[config.mk]
export PLATFORM = sky130hd
export DESIGN_NAME = dcache_ctrl
export DESIGN_NICKNAME = d
export VERILOG_FILES = /design/src/dcache_pkg.sv /design/src/dcache_ctrl.sv
export SDC_FILE = /design/constraint.sdc
export NUM_CORES = 2
export LEC_CHECK = 0
export ABC_AREA = 1
export BUFFER_PORTS_ARGS = -buffer_cell sky130_fd_sc_hd__buf_2
export CELL_PAD_IN_SITES_DETAIL_PLACEMENT = 0
export CELL_PAD_IN_SITES_GLOBAL_PLACEMENT = 1
export CORE_AREA = 3 3 642 644
export CTS_BUF_LIST = sky130_fd_sc_hd__clkbuf_8 sky130_fd_sc_hd__clkbuf_16
export DETAILED_ROUTE_END_ITERATION = 6
export DIE_AREA = 0 0 645 647
export PLACE_DENSITY = 0.38
export SLEW_MARGIN = 20
export SYNTH_ARGS = -nofsm -noshare
export SYNTH_HDL_FRONTEND = slang
export SYNTH_SLANG_ARGS = --single-unit
[constraint.sdc]
create_clock -name clk -period 15.1 [get_ports clk]
set_input_delay 3.775 -clock clk [delete_from_list [all_inputs] [get_ports clk]]
set_output_delay 3.775 -clock clk [all_outputs]
set_load 0.05 [all_outputs]
[src/dcache_pkg.sv]
package dcache_pkg;

    localparam int OFFSET_BITS = 5;  // 32-byte line
    localparam int BANKS = 8;        // words per line

    typedef logic [31:0] word_t;
    typedef logic [31:0] addr_t;

    // addr[31:5] identifies a line
    typedef logic [31-OFFSET_BITS:0] line_addr_t;

    // word 0 sits in the low bits
    typedef word_t [BANKS-1:0] line_t;

    typedef struct packed {
        logic       valid;
        line_addr_t line;   // full line address
    } tagv_t;

    typedef struct packed {
        logic       valid;
        logic       op;     // 1 = store
        logic [3:0] wstrb;
        word_t      wdata;
        addr_t      addr;
    } cpu_req_t;

    // byte merge of a store into an existing word
    function automatic word_t merge_word(
        input word_t      old_w,
        input word_t      new_w,
        input logic [3:0] strb
    );
        word_t res;
        res = old_w;
        for (int b = 0; b < 4; b++) begin
            if (strb[b]) begin
                res[8*b +: 8] = new_w[8*b +: 8];
            end
        end
        return res;
    endfunction

    function automatic line_addr_t line_of(input addr_t a);
        return a[31:OFFSET_BITS];
    endfunction

endpackage

[src/dcache_ctrl.sv]
`timescale 1ns/1ps

module dcache_ctrl
    import dcache_pkg::*;
#(
    parameter int NUM_SETS = 128,
    localparam int INDEX_BITS = $clog2(NUM_SETS)
) (
    input  logic                  clk,
    input  logic                  reset,
    input  cpu_req_t              req_i,
    input  logic                  uncache_i,
    output logic                  addr_ok_o,
    output logic                  data_ok_o,
    output word_t                 rdata_o,
    output logic                  cache_miss_o,
    // way interface
    output logic [INDEX_BITS-1:0] rd_index_o,
    output logic [INDEX_BITS-1:0] wr_index_o,
    output logic [1:0]            line_we_o,
    output logic [1:0]            tag_we_o,
    output line_t                 wr_line_o,
    output tagv_t                 wr_tag_o,
    input  line_t [1:0]           rd_line_i,
    input  tagv_t [1:0]           rd_tag_i,
    // line memory port
    output logic                  rd_req_o,
    output addr_t                 rd_addr_o,
    input  logic                  ret_valid_i,
    input  line_t                 ret_data_i,
    output logic                  wr_req_o,
    output addr_t                 wr_addr_o,
    output line_t                 wr_data_o,
    input  logic                  wr_rdy_i,
    // uncached word port
    output logic                  unc_ren_o,
    output logic                  unc_wen_o,
    output addr_t                 unc_addr_o,
    output word_t                 unc_wdata_o,
    output logic [3:0]            unc_wstrb_o,
    input  logic                  unc_rvalid_i,
    input  word_t                 unc_rdata_i,
    input  logic                  unc_bvalid_i
);

    typedef enum logic [2:0] {
        S_INIT,
        S_LOOKUP,
        S_WRITEBACK,
        S_ASKMEM,
        S_RETURN,
        S_UNCACHED
    } state_t;

    state_t state_q, state_d;

    cpu_req_t              req_q;
    logic                  pend_q;      // cached lookup in flight
    logic                  victim_q;
    line_t                 refill_q;
    logic [INDEX_BITS-1:0] init_idx_q;
    logic [NUM_SETS-1:0]   lru_q;       // way to replace next
    logic [NUM_SETS-1:0][1:0] dirty_q;

    logic [INDEX_BITS-1:0] req_idx;
    logic [INDEX_BITS-1:0] new_idx;
    logic [2:0]            word_sel;
    line_addr_t            req_line;
    logic [1:0]            hit;
    logic                  hit_any;
    logic                  hit_way;
    logic                  lookup_hit;
    logic                  lookup_miss;
    logic                  victim;
    logic                  victim_wb;
    logic                  conflict;
    logic                  accept;
    line_t                 hit_line;
    line_t                 base_line;
    word_t                 merged_word;

    assign req_idx  = req_q.addr[OFFSET_BITS +: INDEX_BITS];
    assign new_idx  = req_i.addr[OFFSET_BITS +: INDEX_BITS];
    assign word_sel = req_q.addr[OFFSET_BITS-1:2];
    assign req_line = line_of(req_q.addr);

    always_comb begin
        for (int w = 0; w < 2; w++) begin
            hit[w] = rd_tag_i[w].valid && (rd_tag_i[w].line == req_line);
        end
    end

    assign hit_any     = |hit;
    assign hit_way     = hit[1];
    assign lookup_hit  = (state_q == S_LOOKUP) && pend_q && hit_any;
    assign lookup_miss = (state_q == S_LOOKUP) && pend_q && !hit_any;
    assign victim      = lru_q[req_idx];
    assign victim_wb   = rd_tag_i[victim].valid && dirty_q[req_idx][victim];

    // store hit writes this set now, a read of it would see stale data
    assign conflict  = lookup_hit && req_q.op && (new_idx == req_idx);
    assign accept    = (state_q == S_LOOKUP) && req_i.valid && !lookup_miss && !conflict;
    assign addr_ok_o = accept;

    always_comb begin
        state_d = state_q;
        case (state_q)
            S_INIT: begin
                if (init_idx_q == INDEX_BITS'(NUM_SETS - 1)) begin
                    state_d = S_LOOKUP;
                end
            end
            S_LOOKUP: begin
                if (lookup_miss) begin
                    state_d = victim_wb ? S_WRITEBACK : S_ASKMEM;
                end else if (accept && uncache_i) begin
                    state_d = S_UNCACHED;
                end
            end
            S_WRITEBACK: begin
                if (wr_rdy_i) begin
                    state_d = S_ASKMEM;
                end
            end
            S_ASKMEM: begin
                if (ret_valid_i) begin
                    state_d = S_RETURN;
                end
            end
            S_RETURN: begin
                state_d = S_LOOKUP;
            end
            S_UNCACHED: begin
                if (req_q.op ? unc_bvalid_i : unc_rvalid_i) begin
                    state_d = S_LOOKUP;
                end
            end
            default: begin
                state_d = S_INIT;
            end
        endcase
    end

    always_ff @(posedge clk) begin
        if (reset) begin
            state_q    <= S_INIT;
            pend_q     <= 1'b0;
            init_idx_q <= '0;
        end else begin
            state_q <= state_d;
            pend_q  <= accept && !uncache_i;
            if (state_q == S_INIT) begin
                init_idx_q <= init_idx_q + 1'b1;  // valid clear sweep
            end
        end
    end

    always_ff @(posedge clk) begin
        if (accept) begin
            req_q <= req_i;
        end
        if (lookup_miss) begin
            victim_q <= victim;
        end
        if ((state_q == S_ASKMEM) && ret_valid_i) begin
            refill_q <= ret_data_i;  // only valid for the pulse
        end
    end

    always_ff @(posedge clk) begin
        if (reset) begin
            lru_q   <= '0;
            dirty_q <= '0;
        end else if (lookup_hit) begin
            lru_q[req_idx] <= !hit_way;
            if (req_q.op) begin
                dirty_q[req_idx][hit_way] <= 1'b1;
            end
        end else if (state_q == S_RETURN) begin
            lru_q[req_idx]             <= !victim_q;
            dirty_q[req_idx][victim_q] <= req_q.op;  // load refill leaves it clean
        end
    end

    // read index follows the new request only when it is taken
    assign rd_index_o = accept ? new_idx : req_idx;
    assign wr_index_o = (state_q == S_INIT) ? init_idx_q : req_idx;

    assign hit_line    = rd_line_i[hit_way];
    assign base_line   = (state_q == S_RETURN) ? refill_q : hit_line;
    assign merged_word = merge_word(base_line[word_sel], req_q.wdata, req_q.wstrb);

    always_comb begin
        wr_line_o = base_line;
        if (req_q.op) begin
            wr_line_o[word_sel] = merged_word;
        end
    end

    assign wr_tag_o = tagv_t'{valid: (state_q != S_INIT), line: req_line};

    always_comb begin
        line_we_o = '0;
        tag_we_o  = '0;
        if (state_q == S_INIT) begin
            tag_we_o = 2'b11;
        end else if (lookup_hit && req_q.op) begin
            line_we_o[hit_way] = 1'b1;  // data only, tag untouched
        end else if (state_q == S_RETURN) begin
            line_we_o[victim_q] = 1'b1;
            tag_we_o[victim_q]  = 1'b1;
        end
    end

    assign data_ok_o = !req_q.op && (lookup_hit || (state_q == S_RETURN) ||
                       ((state_q == S_UNCACHED) && unc_rvalid_i));

    always_comb begin
        case (state_q)
            S_UNCACHED: rdata_o = unc_rdata_i;
            S_RETURN:   rdata_o = refill_q[word_sel];
            default:    rdata_o = hit_line[word_sel];
        endcase
    end

    assign cache_miss_o = lookup_miss || (state_q == S_WRITEBACK) ||
                          (state_q == S_ASKMEM) || (state_q == S_RETURN);

    assign rd_req_o  = (state_q == S_ASKMEM);
    assign rd_addr_o = {req_line, OFFSET_BITS'(0)};

    // set is not rewritten until RETURN, so the way output stays put
    assign wr_req_o  = (state_q == S_WRITEBACK);
    assign wr_addr_o = {rd_tag_i[victim_q].line, OFFSET_BITS'(0)};
    assign wr_data_o = rd_line_i[victim_q];

    assign unc_ren_o   = (state_q == S_UNCACHED) && !req_q.op;
    assign unc_wen_o   = (state_q == S_UNCACHED) && req_q.op;
    assign unc_addr_o  = req_q.addr;
    assign unc_wdata_o = req_q.wdata;
    assign unc_wstrb_o = req_q.wstrb;

endmodule

Word-level counts from Yosys, hierarchy flattened

Cells that the tools add are included.

Add/sub/neg operators: 1
$lt $le $gt $ge: 9
Eq/ne operators: 15
Muxes and demuxes: 64
Bitwise operators: 1
Reductions and logical operators: 40

Operators by type and width:

| kind                                               | count |
|---|---|
| two-way mux 256 bit                                | 9 |
| bitwise mux 256 bit                                | 2 |
| binary-select mux 32 bit (select 3 bit)            | 3 |
| bitwise mux 128 bit                                | 2 |
| two-way mux 128 bit                                | 2 |
| OR 256 bit                                         | 1 |
| two-way mux 32 bit                                 | 4 |
| demux 32 bit (select 3 bit)                        | 1 |
| case mux 32 bit (2 select lines)                   | 1 |
| two-way mux 28 bit                                 | 2 |
| == test 27 bit                                     | 2 |
| two-way mux 27 bit                                 | 2 |
| two-way mux 8 bit                                  | 4 |
| demux 2 bit (select 7 bit)                         | 2 |
| logical AND 1 bit                                  | 22 |
| two-way mux 3 bit                                  | 6 |
| case mux 3 bit (6 select lines)                    | 1 |
| two-way mux 2 bit                                  | 8 |
| binary-select mux 2 bit (select 7 bit)             | 1 |
| two-way mux 7 bit                                  | 2 |
| < comparator 7 x 8 -> 1 bit, second input constant | 1 |
| two-way mux 1 bit                                  | 8 |
| adder 7 x 1 -> 7 bit, second input constant        | 1 |
| binary-select mux 1 bit (select 7 bit)             | 1 |
| 23 further kinds                                   | 42 |

Flip-flop bits (word level): 721
Output and inout bits: 729

Depth between registers and ports, before layout

Depth after elaboration: 12
Depth in mapped cells: 23
Mapped depth without buffers: 20

Worst setup path after synthesis

OpenSTA, ideal clock, no wires.

Path type: input -> register
Start point: in ret_valid_i
End point: reg refill_q[0] (netlist name) (enable)
Data arrival time: 14.334 ns
Data required time: 14.221 ns
Slack: -0.113 ns
Stages: 2
Path buffers: 0
Path through: inv_1 > nor2_1

Cells in the longest elaborated chain, start to end: 1

Ends and longest elaborated chain:

| what                 | RTL line           | RTL |
|---|---|---|
| start, declared      | dcache_ctrl.sv:29  | `input logic ret_valid_i,` |
| logical AND 1 bit    | dcache_ctrl.sv:165 | `if ((state_q == S_ASKMEM) && ret_valid_i) begin` |
| end signal, assigned | dcache_ctrl.sv:166 | `refill_q <= ret_data_i;` |
| end, declared        | dcache_ctrl.sv:60  | `line_t refill_q;` |

No other way between the ends.
A chain may end at the register's enable or synchronous reset.

==> out/qor.csv <==
stage,metric,value,unit
outcome,status,"complete, but fails checks",
outcome,violations,DRC,
timing,grt_setup_unrepaired,no,
layout,final_cell_mix,"3333 x nand2_1, 1650 x buf_2, 792 x o21ai_0",
synth,netlist_area,56800,sq um
die,core.rowCount,234,
worst_setup_path,critPathBufInv,4,
layout,stdcell_count,16300,
layout,area_growth,30.5,%
timing,period_needed,12.80,ns
hold_path,min_path_type,reg2reg,
drt,ant_nets,0,
worst_setup_path,crit_end,wr_line_o[224],
layout,num-nets-final,11600,
timing,hold_viol,0,
worst_setup_path,crit_chain,"buf_2, xor2_1, nor2_1, nand3_1, nor2_1, nand2_8, buf_12, nand2_1, o21ai_1, nand2_1, nand3_1, nand3_1, nand2_1, inv_1, nand2_2, nand3_1, nand2_1, buf_2",
grt,overflow,0,
worst_setup_path,worstSetupStartpointType,input pin,
place,post-place-ws,2.39,ns
die,pin_count,1662,
timing,hold-worst-slack,0.445,ns
layout,final_common_cell,nand2_1,
place,place_inst,15900,
die,initial_utilization,14.0,%
synth,yosysSeqAreaShare,31.2,%
worst_setup_path,crit_family,simple AND/OR/NAND/NOR gates,
place,hpwlAfterDp,521,mm
timing,tightest_slew,1.41,ns
clock_network,clkSinkCount,721,
worst_setup_path,cp.arrival,9.02,ns
place,gp_congestion,0.995,
clock_network,post_cts_buffers,0,
die,fp.dieH,647,um
worst_setup_path,critPathKind,in2out,
drt,top_layer,met5,
drt,remaining_drc_errors,3,
timing,setup_ws,2.30,ns
pwr,vdd_ir_drop_max,0.000103,V
drt,met2WireLength,290,mm
synth,async_flop_share,0,%
pwr,leakagePower,0.0327,uW
clock_network,cts.path.max_buffers,4,
clock_network,cts_tree,done,
worst_setup_path,rr_startpoint,unc_addr_o[15],
worst_setup_path,worstRegToRegCells,17,
timing,skew,0.152,ns
synth,synth_ff_type,dfxtp_1,
worst_setup_path,cp_slowest_stage_delay,0.87,ns
drt,drt_first_iter_violations,9790,
flow_run,cap_violations,0,
synth,synth_cells,9453,
timing,fmax,0.0781,GHz
clock_network,postCtsHoldBufs,0,
grt,grt_max_degree,161,
place,io_buffers,1651,
timing,drv_slew,0,
pwr,power,5910,uW
layout,drive_gt1_share,20.6,%
clock_network,htree_levels,3,
timing,setup_violations,0,
clock_network,cts_resized,0,
die,core-area,406000,sq um
grt,antenna_found_initial,356,
drt,vias,78500,
synth,avgSynthCellArea,6.00,sq um
die,die_area,417000,sq um
worst_setup_path,critPathLaunch,rd_tag_i[38],
die,die_w,645,um
clock_network,cts.clk_slew.worst_paths,0.06,ns
synth,yosysWarnings,0,
worst_setup_path,crit_required,11.32,ns
synth,synth.distinct_cells,47,
clock_network,root_buffer,clkbuf_16,
pwr,power_density,79.8,nW/um^2
synth,synth_edf_count,326,
grt,grt_pass1_wl,816,mm
worst_setup_path,end_kind,output port,
drt,wl_met3,48.0,mm
layout,fillCellCount,47600,
grt,grt_pass1_vias,72600,
drt,wirelength,654,mm
drt,dr.pass1.iters,7,
clock_network,cts_buffers,112,
worst_setup_path,rrSetupSlack,8.49,ns
worst_setup_path,critPathSlowestCell,xor2_1,
drt,wl_met1,273,mm
grt,grt_usage,29.9,%
worst_setup_path,rr_endpoint,dirty_q[42],
worst_setup_path,cp.depth,18,
clock_network,insertion_delay,0.93,ns
synth,synth-seq-cells,721,
drt,wl_per_cell,40.2,um
timing,timing.final.crit_share,84.7,%
drt,viasPerCell,4.83,
timing,final.setup.tns,0,ns
worst_setup_path,cp_max_fo,160,
timing,slew_headroom,4.81,%
kinds of logic (layout without fill, tap and decap cells):
kind of cell | Yosys count | in the layout | share of synthesized area [%]
and+or+nand+nor | 5208 | 5208 | 37.6
AOI/OAI and AO/OA | 1932 | 1932 | 19.1
buffers and inverters | 1569 | 2818 | 11.7
DFF | 721 | 721 | 31.2
xor gates and xnor gates | 21 | 21 | 0.324
adders and majority gates | 1 | 1 | 0.0220
other | 1 | 126 | 0.00661
area by class of cell:
cell class,count,area [sq um],area share (%)
multi-input cells,7172,32700,44.1
flip-flops and latches,721,17700,23.9
repair buffers,1887,10200,13.8
well taps,5428,6790,9.17
clock buffers,137,3190,4.31
inverters,728,2780,3.75
clock inverters,66,432,0.583
diodes,116,290,0.392
synth_stat cells (84+ instances only):
cell type | instances | share of area, %
inv_1 | 700 | 4.6
buf_4 | 155 | 2.1
buf_2 | 102 | 0.90
nor2_1 | 776 | 5.1
nand3_1 | 764 | 6.7
o22ai_1 | 127 | 1.4
edfxtp_1 | 326 | 17
o21ai_0 | 874 | 7.7
clkbuf_1 | 503 | 3.3
a21oi_1 | 547 | 4.8
dfxtp_1 | 395 | 14
o31ai_1 | 84 | 1.1
nand2_1 | 3335 | 22
per-stage QoR:
| step | util (%) | cell area [sq um] |
|---|---|---|
| final | 18.2 | 74100 |
| after global routing | 18.2 | 73900 |
| after CTS | 18.2 | 73800 |
| after detailed placement | 17.3 | 70200 |
| after global placement | 17.3 | 70100 |
| after floorplan | - | 56800 |
sequential cells by signal (all words and copies together) (netlist names):
name / count
dirty_q: 256
refill_q: 256
state_q: 3
unc_wdata_o: 32
pend_q: 1
unc_wstrb_o: 4
unc_addr_o: 32
req_q: 1
init_idx_q: 7
victim_q: 1
lru_q: 128
power breakdown:
part           switching (uW)  internal, uW
clock network            1190          1560
registers               0.785          2040
logic                     898           222
tightest hold or removal path, stage by stage (launching register included):
cell and delay [ns]:
dfxtp_1 0.29, inv_1 0.05, a21oi_1 0.05
how the worst min path moves through the flow:
stage,startpoint,slack (ns),depth (start not counted),end
after floorplan,lru_q[0],0.42,2,lru_q[0]
after global placement,lru_q[112],0.44,2,lru_q[112]
after detailed placement,lru_q[30],0.44,2,lru_q[30]
after CTS,lru_q[30],0.45,2,lru_q[30]
after global routing,lru_q[30],0.47,2,lru_q[30]
final,lru_q[30],0.45,2,lru_q[30]
routing by layer:
layer | vias up | track usage [%]
met5 | - | 0
met4 | 68 | 16.2
met3 | 1081 | 6.37
li1 | 33500 | -
met2 | 4499 | 47.2
met1 | 39400 | 37.8
Note: power is estimated with default switching activity, not from simulation.
